==> config.mk <==
export PLATFORM = sky130hd
export DESIGN_NAME = rx_len_fifo
export DESIGN_NICKNAME = d
export VERILOG_FILES = /design/src/hw/rx_buff_pkg.sv /design/src/hw/rx_len_fifo.sv
export SDC_FILE = /design/constraint.sdc
export NUM_CORES = 1
export LEC_CHECK = 0
export ABC_CLOCK_PERIOD_IN_PS = 3600
export CORE_MARGIN = 1
export CORE_UTILIZATION = 45
export CTS_BUF_LIST = sky130_fd_sc_hd__clkbuf_2
export CTS_CLUSTER_DIAMETER = 120
export DETAILED_ROUTE_END_ITERATION = 12
export DONT_BUFFER_PORTS = 1
export SYNTH_ARGS = -nofsm -noshare
export SYNTH_HDL_FRONTEND = slang
export SYNTH_SLANG_ARGS = --single-unit
==> constraint.sdc <==
create_clock -name clk -period 3.6 [get_ports clk]
set_clock_uncertainty 0.1 [all_clocks]
set_input_delay 0.72 -clock clk [delete_from_list [all_inputs] [get_ports clk]]
set_output_delay 0.72 -clock clk [all_outputs]
set_load 0.005 [all_outputs]
==> src/hw/rx_buff_pkg.sv <==
// rx buffer data types: stream word, frame length and drop counter widths
package rx_buff_pkg;

    ////////////////////////////////////////
    // stream word
    ////////////////////////////////////////

    // 64-bit datapath, one ethernet word per beat
    localparam int DATA_W = 64;

    typedef logic [DATA_W-1:0] data_t;   // one stream word

    ////////////////////////////////////////
    // frame bookkeeping
    ////////////////////////////////////////

    // length in words, covers any ADDR_W up to 15
    localparam int LEN_W = 16;

    typedef logic [LEN_W-1:0] len_t;     // committed frame length

    // error frame counter, wraps silently
    localparam int CNT_W = 16;

    typedef logic [CNT_W-1:0] cnt_t;     // drop count value

endpackage : rx_buff_pkg
==> src/hw/rx_len_fifo.sv <==
// rx length fifo: queues committed frame lengths from writer to reader
module rx_len_fifo #(
    parameter int LEN_DEPTH_W = 4
) (
    input  logic              clk,
    input  logic              arst_n,
    input  logic              push,
    input  rx_buff_pkg::len_t push_len,
    input  logic              pop,
    output rx_buff_pkg::len_t pop_len,
    output logic              empty,
    output logic              full
);

    localparam int DEPTH = 1 << LEN_DEPTH_W;

    rx_buff_pkg::len_t      mem [DEPTH];    // length slots
    logic [LEN_DEPTH_W-1:0] wr_ptr;
    logic [LEN_DEPTH_W-1:0] rd_ptr;
    logic [LEN_DEPTH_W:0]   count;          // 0 .. DEPTH
    logic                   do_push;
    logic                   do_pop;

    // ignore requests that would break the fifo
    assign do_push = push && !full;
    assign do_pop  = pop && !empty;

    assign empty   = (count == '0);
    assign full    = count[LEN_DEPTH_W];    // msb set only at DEPTH
    assign pop_len = mem[rd_ptr];           // show-ahead head

    ////////////////////////////////////////
    // pointers and occupancy
    ////////////////////////////////////////

    always_ff @(posedge clk or negedge arst_n) begin
        if (!arst_n) begin
            wr_ptr <= '0;
            rd_ptr <= '0;
            count  <= '0;
        end else begin
            if (do_push) begin
                wr_ptr <= wr_ptr + 1'b1;    // wraps at DEPTH
            end
            if (do_pop) begin
                rd_ptr <= rd_ptr + 1'b1;
            end
            case ({do_push, do_pop})
                2'b10:   count <= count + 1'b1;
                2'b01:   count <= count - 1'b1;
                default: count <= count;    // both or neither
            endcase
        end
    end

    // storage
    always_ff @(posedge clk) begin
        if (do_push) begin
            mem[wr_ptr] <= push_len;
        end
    end

endmodule : rx_len_fifo

==> impl_metrics.toml <==
[timing]
fin_crit_sh_pct = 94.7
drv_slew = 0
tightest_slew_ps = 800
setup_tns_ps = 0
rsz0062_at_grt = "no"
max_slew_margin_pct = 46.6
fmax_mhz = 293
setup_viol = 0
min_period_ps = 3410
final-hold-violation-count = 0

[clock_tree]
cts_buffers = 70
cts_tree = "yes"
clk_latency_ps = 790
clock_path_buffers = 3
cts.sinks = 269
htreeDepth = 3
cts_root_buf = "clkbuf_2"
clkSlewWorstSetupHoldPaths_ps = 100

[place]
io_buffers = 0
dp_hpwl_um = 12600
placed_area_um2 = 11100
gp_congestion = 0.742

[global_route]
grt_max_degree = 43
grt_pass1_wl_um = 33900
grtUsageMet1_pct = 22.9
grt-busiest-layer = "met2"
grtUsageMet3_pct = 4.93
grt_pass1_vias = 5772
use_met2_pct = 34.4
antenna_found_initial = 1
grt-ovfl-total = 0
track_usage_pct = 19.5

[route]
drc = 0
viasPerCell = 5.44
dr.pass1.iters = 5
routed_wl_um = 22500
ant_nets = 0
drt_iter0_drc = 303
num_vias = 5496
wire_per_inst_um = 22.3

[setup_path]
worstSetupPathType = "register to output port"
worst_ep_required_time_ps = 2780
rr_endpoint = "count[4]"
timing.rr.start = "count[0]"
cp.arrival_ps = 2590
rrSetupSlack_ps = 410
endpoint_kind = "output port"
slowest_stage = "dfrtp_4"
critPathLaunchType = "register"
critical-path-max-stage-delay_ps = 570
reg2reg_depth = 10
crit_fanout = 42
crit_chain = "buf_16 -> mux4_2 -> a22oi_1 -> nand2_1"

[synth]
synthTopCellsByArea = "edfxtp_1 (73%), mux4_2 (6.8%), mux2i_1 (6.1%)"
async_flop_share_pct = 4.83
synthSimpleGateAreaFrac_pct = 2.28
synth_top_family_by_area = "multiplexers"
synth_cells = 553
ys.flop_type = "edfxtp_1"
synth-edff-count = 256
synth-adder-area-share_pct = 1.25
seq_area_frac_synth_pct = 75.7
syn_avg_cell_area_um2 = 19.1
syn_area_um2 = 10600
yosys.area.top_type = "edfxtp_1"
synth_warnings = 0
syn_nets = 583
synth_xor_area_share_pct = 0.828
yosysUniqueCellTypes = 30
ys_seq_elements = 269
synth_most_common_cell = "edfxtp_1"
synth_commonest_cells = "edfxtp_1 (256), mux2i_1 (65), a221oi_1 (32), mux4_2 (32), nand2_1 (25)"
synth_mux_area_share_pct = 13.1
synth_compound_area_share_pct = 4.89
yosysTopAreaCellShare_pct = 72.6

[pwr]
ir_drop_v = 0.000324
swShare_pct = 33.4
seq_power_share_pct = 43.9
power_switching_w = 0.00293
internal_power_w = 0.00585
combPwrFrac_pct = 31.6
power.density_nw_per_um2 = 728
power_frac_clock_pct = 24.5
p_leak_nw = 4.24

[finish]
drive_above_1_share_pct = 28.7
n_fill_cell = 1925
nets = 677
design_area_um2 = 12100
syn2layout_area_growth_pct = 14.0
post-route-util_pct = 52.8

[flow_run]
drv_cap = 0

[floorplan]
io_pins = 38
rows = 55
die-height_um = 155
initial_utilization_pct = 46.3
die_width_um = 155
dieArea_um2 = 24100
core_area_um2 = 22800

[hold_path]
hold_class = "primary input to register"
whs_endpoint = "rd_ptr[0]"
whs_path_depth = 2
min_from = "pop"

[status]
status = "completed"
## cell type report
cell class,instances,area [um^2],share of cell area (%)
Sequential cell,269,8020,66.4
Multi-Input combinational cell,243,2440,20.2
Timing Repair Buffer,55,524,4.34
Clock buffer,98,490,4.06
Tap cell,313,392,3.24
Clock inverter,24,176,1.46
Inverter,8,30.0,0.249
Antenna cell,1,2.50,0.0207
## sequential cells by signal, summed over array words and instances, names as in the netlist
register and flops:
mem 256, count 5, rd_ptr 4, wr_ptr 4
## logic make-up (layout without fill, tap and decap cells)
kind of cell	Yosys count	count (layout)
flops	269	269
mux	98	98
compound gates	71	71
simple gates	54	54
buf+inv	41	185
fa+ha+maj	10	10
xor+xnor	10	10
other cells	0	1
## through the flow
step / hold slack (ps) / cells / setup slack [ps] / total power (W)
detailed placement: 325 / 864 / 444 / 0.00655
floorplan: 324 / 553 / 667 / 0.00581
global route: 144 / 1011 / 13.9 / 0.00929
CTS: 98.3 / 1004 / 10.6 / 0.00883
global placement: 325 / 864 / 563 / 0.00648
finish: 180 / 1011 / 191 / 0.00878
## worst max-delay path by stage
stage	slack (ps)	from	depth (start not counted)	end
floorplan	670	count[0]	11	count[4]
global placement	560	count[0]	10	count[4]
detailed placement	440	count[0]	10	count[4]
CTS	10	rd_ptr[0]	4	pop_len[4]
global route	10	rd_ptr[0]	4	pop_len[4]
finish	190	rd_ptr[0]	4	pop_len[4]
## what timing repair did
item,in CTS,in global routing
endpoints found under the setup margin,2,13
gates cloned,1,0
hold endpoints to repair,269,0
setup buffers,0,6
hold buffers,17,0
gates resized for setup,2,4
## metal layers
metal,routed length [um],vias up
met4,553,0
li1,-,2483
met2,11500,163
met5,0,-
met1,9230,2812
met3,1210,38
## power groups by stage
stage	logic [W]	registers, W	clock network (W)
after floorplan	0.00199	0.00382	0
after global placement	0.00256	0.00393	0
after detailed placement	0.00261	0.00395	0
after CTS	0.00273	0.00388	0.00222
after global routing	0.00302	0.00389	0.00238
final	0.00278	0.00386	0.00215
## cells in the final DEF (no fill, tap or decap), drive strengths merged, types with 2 or more instances in the layout
cell type | Yosys | routed
nand2b | 2 | 2
bufinv | 0 | 3
inv | 8 | 10
a21oi | 2 | 2
dlygate4sd3 | 0 | 17
buf | 21 | 37
a221oi | 32 | 32
xor2 | 3 | 3
ha | 9 | 9
mux2i | 65 | 65
clkbuf | 12 | 98
o21ai | 20 | 20
nand3 | 2 | 2
dfrtp | 13 | 13
clkinv | 0 | 19
nor3 | 4 | 4
mux4 | 32 | 32
xnor2 | 7 | 7
nor2 | 13 | 13
a22oi | 16 | 16
edfxtp | 256 | 256
nor2b | 4 | 4
nand2 | 25 | 25
## critical path: cells and delay by family, from the launching register on
| family | cells | cell delay [ps] |
|---|---|---|
| AO/OA/AOI/OAI | 1 | 200 |
| buffers and inverters | 1 | 300 |
| flip-flops | 1 | 570 |
| multiplexers | 1 | 560 |
| AND/OR/NAND/NOR | 1 | 100 |
(Power assumes the default switching activity.)
