File: src/hw/rx_ctrl_pkg.sv
// rx buffer control encodings: writer and reader state machine states
package rx_ctrl_pkg;

    ////////////////////////////////////////
    // writer fsm
    ////////////////////////////////////////

    // wr_commit holds off the length push until the
    // last word has settled in the buffer
    typedef enum logic [1:0] {
        wr_idle   = 2'd0,   // waiting for first word of a frame
        wr_frame  = 2'd1,   // frame in progress
        wr_commit = 2'd2    // good frame stored, length pending
    } wr_state_t;

    ////////////////////////////////////////
    // reader fsm
    ////////////////////////////////////////

    typedef enum logic [1:0] {
        rd_idle  = 2'd0,    // waiting on the length fifo
        rd_fetch = 2'd1,    // issuing buffer reads
        rd_drain = 2'd2     // last read issued, waiting for it to land
    } rd_state_t;

endpackage : rx_ctrl_pkg

File: src/hw/rx_buff_pkg.sv
// rx buffer data types: stream word, frame length and drop counter widths
package rx_buff_pkg;

    ////////////////////////////////////////
    // stream word
    ////////////////////////////////////////

    // 64-bit datapath, one ethernet word per beat
    localparam int DATA_W = 64;

    typedef logic [DATA_W-1:0] data_t;   // one stream word

    ////////////////////////////////////////
    // frame bookkeeping
    ////////////////////////////////////////

    // length in words, covers any ADDR_W up to 15
    localparam int LEN_W = 16;

    typedef logic [LEN_W-1:0] len_t;     // committed frame length

    // error frame counter, wraps silently
    localparam int CNT_W = 16;

    typedef logic [CNT_W-1:0] cnt_t;     // drop count value

endpackage : rx_buff_pkg
File: src/hw/rx_pkt_reader.sv
// rx packet reader: fetches stored frames and streams them out with back-pressure
module rx_pkt_reader #(
    parameter int ADDR_W = 10
) (
    input  logic               clk,
    input  logic               arst_n,
    input  logic               empty,
    output logic               pop,
    input  rx_buff_pkg::len_t  pop_len,
    output logic [ADDR_W-1:0]  rd_addr,
    input  rx_buff_pkg::data_t rd_data,
    output logic [ADDR_W-1:0]  free_ptr,
    output logic               out_valid,
    input  logic               out_ready,
    output rx_buff_pkg::data_t out_data,
    output logic               out_last
);

    rx_ctrl_pkg::rd_state_t state;

    logic [ADDR_W-1:0]  rd_ptr;             // next word to fetch
    logic [ADDR_W-1:0]  free_q;             // next word to leave
    rx_buff_pkg::len_t  remain;             // reads left in this frame
    logic [1:0]         v_sr;               // reads in flight, bit 1 is data now
    logic [1:0]         l_sr;               // last tag riding with v_sr
    rx_buff_pkg::data_t skid_data [3];
    logic [2:0]         skid_last;
    logic [1:0]         wr_idx;             // skid slot for next landing word
    logic [1:0]         rd_idx;             // skid slot at the output
    logic [1:0]         skid_cnt;
    logic [2:0]         committed;          // slots spoken for next cycle
    logic               issue;
    logic               take;
    logic               give;

    ////////////////////////////////////////
    // read issue
    ////////////////////////////////////////

    assign pop  = (state == rx_ctrl_pkg::rd_idle) && !empty;
    assign give = out_valid && out_ready;   // word leaves
    assign take = v_sr[1];                  // word lands in the skid store

    // a slot freed this cycle may be claimed right away
    assign committed = {1'b0, skid_cnt} - {2'b00, give}
                       + {2'b00, v_sr[0]} + {2'b00, v_sr[1]};
    assign issue     = (state == rx_ctrl_pkg::rd_fetch) && (committed < 3'd3);

    assign rd_addr  = rd_ptr;               // buffer samples it every edge
    assign free_ptr = free_q;

    always_ff @(posedge clk or negedge arst_n) begin
        if (!arst_n) begin
            state  <= rx_ctrl_pkg::rd_idle;
            rd_ptr <= '0;
            remain <= '0;
            v_sr   <= 2'b00;
            l_sr   <= 2'b00;
        end else begin
            v_sr <= {v_sr[0], issue};
            l_sr <= {l_sr[0], issue && (remain == rx_buff_pkg::len_t'(1))};
            case (state)
                rx_ctrl_pkg::rd_idle: begin
                    if (pop) begin
                        remain <= pop_len;
                        state  <= rx_ctrl_pkg::rd_fetch;
                    end
                end
                rx_ctrl_pkg::rd_fetch: begin
                    if (issue) begin
                        rd_ptr <= rd_ptr + 1'b1;
                        remain <= remain - 1'b1;
                        if (remain == rx_buff_pkg::len_t'(1)) begin
                            state <= rx_ctrl_pkg::rd_drain;
                        end
                    end
                end
                rx_ctrl_pkg::rd_drain: begin
                    if (v_sr == 2'b00) begin          // final word has landed
                        state <= rx_ctrl_pkg::rd_idle;
                    end
                end
                default: begin
                    state <= rx_ctrl_pkg::rd_idle;
                end
            endcase
        end
    end

    ////////////////////////////////////////
    // skid store and output
    ////////////////////////////////////////

    assign out_valid = (skid_cnt != 2'd0);
    assign out_data  = skid_data[rd_idx];
    assign out_last  = skid_last[rd_idx];

    always_ff @(posedge clk or negedge arst_n) begin
        if (!arst_n) begin
            wr_idx   <= 2'd0;
            rd_idx   <= 2'd0;
            skid_cnt <= 2'd0;
            free_q   <= '0;
        end else begin
            if (take) begin
                wr_idx <= (wr_idx == 2'd2) ? 2'd0 : wr_idx + 2'd1;
            end
            if (give) begin
                rd_idx <= (rd_idx == 2'd2) ? 2'd0 : rd_idx + 2'd1;
                free_q <= free_q + 1'b1;      // buffer word released
            end
            case ({take, give})
                2'b10:   skid_cnt <= skid_cnt + 2'd1;
                2'b01:   skid_cnt <= skid_cnt - 2'd1;
                default: skid_cnt <= skid_cnt;
            endcase
        end
    end

    always_ff @(posedge clk) begin
        if (take) begin
            skid_data[wr_idx] <= rd_data;     // read from two edges back
            skid_last[wr_idx] <= l_sr[1];
        end
    end

endmodule : rx_pkt_reader

File: config.mk
export PLATFORM = sky130hd
export DESIGN_NAME = rx_pkt_reader
export DESIGN_NICKNAME = d
export VERILOG_FILES = /design/src/hw/rx_ctrl_pkg.sv /design/src/hw/rx_buff_pkg.sv /design/src/hw/rx_pkt_reader.sv
export SDC_FILE = /design/constraint.sdc
export NUM_CORES = 1
export LEC_CHECK = 0
export BUFFER_PORTS_ARGS = -buffer_cell sky130_fd_sc_hd__buf_2
export CAP_MARGIN = 20
export CELL_PAD_IN_SITES_DETAIL_PLACEMENT = 0
export CELL_PAD_IN_SITES_GLOBAL_PLACEMENT = 1
export CORE_UTILIZATION = 46
export DETAILED_ROUTE_END_ITERATION = 8
export PLACE_DENSITY_LB_ADDON = 0.1
export SLEW_MARGIN = 0
export SYNTH_ARGS = -nofsm -noshare
export SYNTH_HDL_FRONTEND = slang
export SYNTH_SLANG_ARGS = --single-unit
File: constraint.sdc
create_clock -name clk -period 7.6 [get_ports clk]
set_input_delay 1.52 -clock clk [delete_from_list [all_inputs] [get_ports clk]]
set_output_delay 1.52 -clock clk [all_outputs]
set_load 0.1 [all_outputs]
==> report_table.html <==
<table>
<tr><th>Metric</th><th>Value</th></tr>
<tr><th colspan="2">Hold path</th></tr>
<tr><td>Classification of the worst-slack hold path</td><td>register to register</td></tr>
<tr><td>Endpoint with the worst hold slack</td><td>l_sr[1]</td></tr>
<tr><td>Number of stages on the worst hold path</td><td>0</td></tr>
<tr><td>Origin of the worst min-delay path</td><td>l_sr[0]</td></tr>
<tr><th colspan="2">Worst setup path</th></tr>
<tr><td>Slowest cell on crit path</td><td>dfrtp_4</td></tr>
<tr><td>Endpoint of the lowest-slack register-to-register path</td><td>remain[14]</td></tr>
<tr><td>Critical path's top delay family</td><td>buffers and inverters</td></tr>
<tr><td>Type of the worst setup path</td><td>register to output port</td></tr>
<tr><td>Required time at the worst-slack endpoint</td><td>6080 ps</td></tr>
<tr><td>Crit path from</td><td>rd_idx[0]</td></tr>
<tr><td>Maximum fanout along the worst path</td><td>44</td></tr>
<tr><td>Largest stage delay on the critical path</td><td>710 ps</td></tr>
<tr><td>Startpoint Class</td><td>register</td></tr>
<tr><td>R2R Path Start</td><td>skid_cnt[1]</td></tr>
<tr><td>Kind of end point of the critical path</td><td>output port</td></tr>
<tr><td>Reg2reg setup slack</td><td>3930 ps</td></tr>
<tr><td>Crit path buf inv count</td><td>2</td></tr>
<tr><td>Cell depth of the worst flop-to-flop path</td><td>10</td></tr>
<tr><td>Critical path arrival</td><td>2870 ps</td></tr>
<tr><td>CP cell instances</td><td>buf_4, mux2i_1, o21ai_0, buf_2</td></tr>
<tr><th colspan="2">Detailed routing</th></tr>
<tr><td>Length of the first detailed-routing pass in iterations</td><td>4</td></tr>
<tr><td>Met2 wire length</td><td>9.35 mm</td></tr>
<tr><td>Uppermost routed layer</td><td>met5</td></tr>
<tr><td>Violation count after the first detailed-routing iteration</td><td>199</td></tr>
<tr><td>Count of unresolved DRC violations after routing</td><td>0</td></tr>
<tr><td>Remaining number of nets flagged by the antenna check after routing</td><td>0</td></tr>
<tr><td>Final Routed Wirelength</td><td>18.7 mm</td></tr>
<tr><td>Routed wire per std cell</td><td>16.6 um</td></tr>
<tr><td>Routed via count</td><td>roughly 5800</td></tr>
<tr><td>Routed metal-1 wire length</td><td>roughly 8 mm</td></tr>
<tr><td>Met3 routed wirelength</td><td>just under 1 mm</td></tr>
<tr><td>Number of vias per cell after detailed routing</td><td>5.16</td></tr>
<tr><th colspan="2">Clock network</th></tr>
<tr><td>Clock transition at path regs</td><td>60 ps</td></tr>
<tr><td>Max clock buf depth</td><td>3</td></tr>
<tr><td>H-tree Lvls</td><td>1</td></tr>
<tr><td>Clock insertion delay at the later pin of the skew report</td><td>510 ps</td></tr>
<tr><td>CTS Hold Bufs</td><td>0</td></tr>
<tr><td>Quantity of gates resized following cts</td><td>0</td></tr>
<tr><td>Sinks on Clock Net</td><td>243</td></tr>
<tr><td>Number of CTS-inserted buffers</td><td>25</td></tr>
<tr><td>Root buf cell</td><td>clkbuf_16</td></tr>
<tr><td>Post-CTS setup buffer count</td><td>0</td></tr>
<tr><td>TritonCTS clock tree</td><td>done</td></tr>
<tr><th colspan="2">GRT</th></tr>
<tr><td>Initial antenna violation count</td><td>2</td></tr>
<tr><td>Total global routing track utilization</td><td>0.175</td></tr>
<tr><td>Number of global-route vias before repair</td><td>5756</td></tr>
<tr><td>Remaining global-route overflow</td><td>0</td></tr>
<tr><td>Largest net degree at the start of global routing</td><td>131</td></tr>
<tr><td>Global-route wire length before repair</td><td>29.8 mm</td></tr>
<tr><th colspan="2">Layout</th></tr>
<tr><td>Synthesis-to-finish area growth</td><td>21.4%</td></tr>
<tr><td>Top library cells by usage in the layout, fill and taps aside</td><td>edfxtp_1, buf_2, nand2_1</td></tr>
<tr><td>Non-filler instance count after layout</td><td>1127</td></tr>
<tr><td>Fill cell count</td><td>1672</td></tr>
<tr><td>Number of nets in the layout</td><td>929</td></tr>
<tr><td>Sequential cell area</td><td>7060 um2</td></tr>
<tr><td>Fraction of layout instances using a drive strength above 1</td><td>0.275</td></tr>
<tr><td>Area of the multi-input gates</td><td>2420 um2</td></tr>
<tr><td>Commonest non-fill, non-tap cell in the layout</td><td>edfxtp_1</td></tr>
<tr><th colspan="2">STA</th></tr>
<tr><td>Hold WS</td><td>347 ps</td></tr>
<tr><td>RSZ-0062 raised after global routing</td><td>no</td></tr>
<tr><td>Normalized max-slew margin</td><td>0.330</td></tr>
<tr><td>Total negative setup slack</td><td>0 ps</td></tr>
<tr><td>Tightest Pin Transition</td><td>~1000 ps</td></tr>
<tr><td>Post-layout worst setup margin</td><td>roughly 3200 ps</td></tr>
<tr><td>Final setup violation count</td><td>0</td></tr>
<tr><td>Tcrit/Tclk final</td><td>0.577</td></tr>
<tr><td>Worst setup skew after layout</td><td>9.17 ps</td></tr>
<tr><td>Crit path time final</td><td>roughly 4400 ps</td></tr>
<tr><td>Final hold violation count</td><td>0</td></tr>
<tr><td>Achievable Freq</td><td>between 0.2 and 0.25 GHz</td></tr>
<tr><td>Slew Limit Fails</td><td>0</td></tr>
<tr><th colspan="2">Floorplan</th></tr>
<tr><td>Boundary Pins</td><td>171</td></tr>
<tr><td>Starting density of the core</td><td>0.473</td></tr>
<tr><td>Chip width</td><td>147 um</td></tr>
<tr><td>Number of cell rows</td><td>52</td></tr>
<tr><td>Vert. Die Dim</td><td>147 um</td></tr>
<tr><td>Core area</td><td>20400 um2</td></tr>
<tr><td>Die area</td><td>21600 um2</td></tr>
<tr><th colspan="2">Run status</th></tr>
<tr><td>Run status</td><td>finished clean</td></tr>
<tr><th colspan="2">Logic synthesis</th></tr>
<tr><td>Share of the synthesized netlist area taken by xor and xnor gates</td><td>0.0191</td></tr>
<tr><td>Proportion of register bits with asynchronous set or reset after synthesis</td><td>0.198</td></tr>
<tr><td>Combinational family with the most area after synthesis</td><td>simple AND/OR/NAND/NOR gates</td></tr>
<tr><td>Simple logic cell fraction of the synthesized area</td><td>0.0775</td></tr>
<tr><td>Synth Net Count</td><td>between 700 and 800</td></tr>
<tr><td>Cell count after synthesis</td><td>661</td></tr>
<tr><td>Compound-Gate Fraction of Synth Area</td><td>0.0722</td></tr>
<tr><td>Number of register bits inferred by synthesis</td><td>~240</td></tr>
<tr><td>Synth Flop Type</td><td>edfxtp_1</td></tr>
<tr><td>Cell area after technology mapping</td><td>9650 um2</td></tr>
<tr><td>Library cells used by synthesis</td><td>~60</td></tr>
<tr><td>Mean post-synth cell area</td><td>14.6 um2</td></tr>
<tr><td>Number of warnings issued by yosys</td><td>0</td></tr>
<tr><td>Arithmetic-cell share of the synthesized area counting full adders, half adders and majority gates</td><td>0.0119</td></tr>
<tr><td>Share of the yosys chip area belonging to registers</td><td>0.731</td></tr>
<tr><td>Proportion of synthesized area in mux cells</td><td>0.0686</td></tr>
<tr><td>Number of enable-type register cells in the synthesized netlist</td><td>195</td></tr>
<tr><th colspan="2">Placed design</th></tr>
<tr><td>Cell count after placement</td><td>1077</td></tr>
<tr><td>DP HPWL</td><td>between 10 and 15 mm</td></tr>
<tr><td>Buffers on Ports</td><td>170</td></tr>
<tr><td>Global placer's final weighted congestion</td><td>0.823</td></tr>
<tr><td>Pre-CTS worst setup slack</td><td>about 3100 ps</td></tr>
<tr><th colspan="2">Job</th></tr>
<tr><td>Reported max-cap violation count</td><td>0</td></tr>
</table>
==> how the worst max path moves through the flow <==
stage,to,slack [ps],cells after the start
after floorplan,skid_data[2][0],1840,2
after global placement,remain[6],2770,10
after detailed placement,remain[2],3110,10
after CTS,out_data[29],3150,4
after global routing,out_data[61],3050,4
final,out_data[42],3210,4
==> synthesized netlist by cell type (6+ instances only) <==
library cell | count | share of area
a21oi_1 | 14 | 0.0073
and3_1 | 6 | 0.0039
buf_2 | 12 | 0.0062
clkbuf_1 | 17 | 0.0066
dfrtp_1 | 48 | 0.12
edfxtp_1 | 195 | 0.61
ha_1 | 6 | 0.0078
inv_1 | 12 | 0.0047
mux2i_1 | 65 | 0.067
nand2_1 | 89 | 0.035
nand4_1 | 9 | 0.0058
nor2_1 | 16 | 0.0062
nor3_1 | 7 | 0.0036
nor4_1 | 8 | 0.0052
o21ai_0 | 72 | 0.037
xnor2_1 | 17 | 0.015
==> registers in the layout (all words and copies together), names as in the netlist <==
name	cells
skid_data	192
remain	16
free_ptr	10
rd_addr	10
skid_last	3
l_sr	2
rd_idx	2
skid_cnt	2
state	2
v_sr	2
wr_idx	2
==> routing by layer <==
metal,up-vias,track usage
met3,31,0.0332
met5,-,0
li1,2823,-
met2,144,0.307
met1,2814,0.221
met4,2,0.0490
==> cells by family (layout without fill, tap and decap cells) <==
kind of cell / after synthesis / in the layout
AND/OR/NAND/NOR: 156 / 156
multiplexers: 66 / 66
XOR/XNOR: 21 / 21
adder cells (fa/ha/maj): 8 / 8
flip-flops: 243 / 243
other: 0 / 1
AO/OA/AOI/OAI: 121 / 121
buffers and inverters: 46 / 241
==> metrics by stage <==
stage	utilization	area, um2
2_1_floorplan	-	9650
3_3_place_gp	0.528	10800
3_5_place_dp	0.528	10800
4_1_cts	0.570	11700
5_1_grt	0.573	11700
6_report	0.574	11700
==> worst register-to-register path: cells and delay by family, from the launching register on <==
family / cells / cell delay, ps
flip-flops: 1 / 450
AO/OA/AOI/OAI: 3 / 980
AND/OR/NAND/NOR: 2 / 490
buffers and inverters: 1 / 120
XOR/XNOR: 1 / 360
adder cells (fa/ha/maj): 3 / 1150
==> cell type report <==
| cell class | count | share of cell area |
|---|---|---|
| Sequential cell | 243 | 0.603 |
| Tap cell | 270 | 0.0288 |
| Antenna cell | 1 | 0.000214 |
| Timing Repair Buffer | 182 | 0.0835 |
| Clock buffer | 33 | 0.0568 |
| Inverter | 13 | 0.00416 |
| Multi-Input combinational cell | 372 | 0.207 |
| Clock inverter | 13 | 0.0169 |
Power is left out: the tool's default activity adds up to more than one toggle a clock period on the data nets, which glitch-free logic cannot reach.
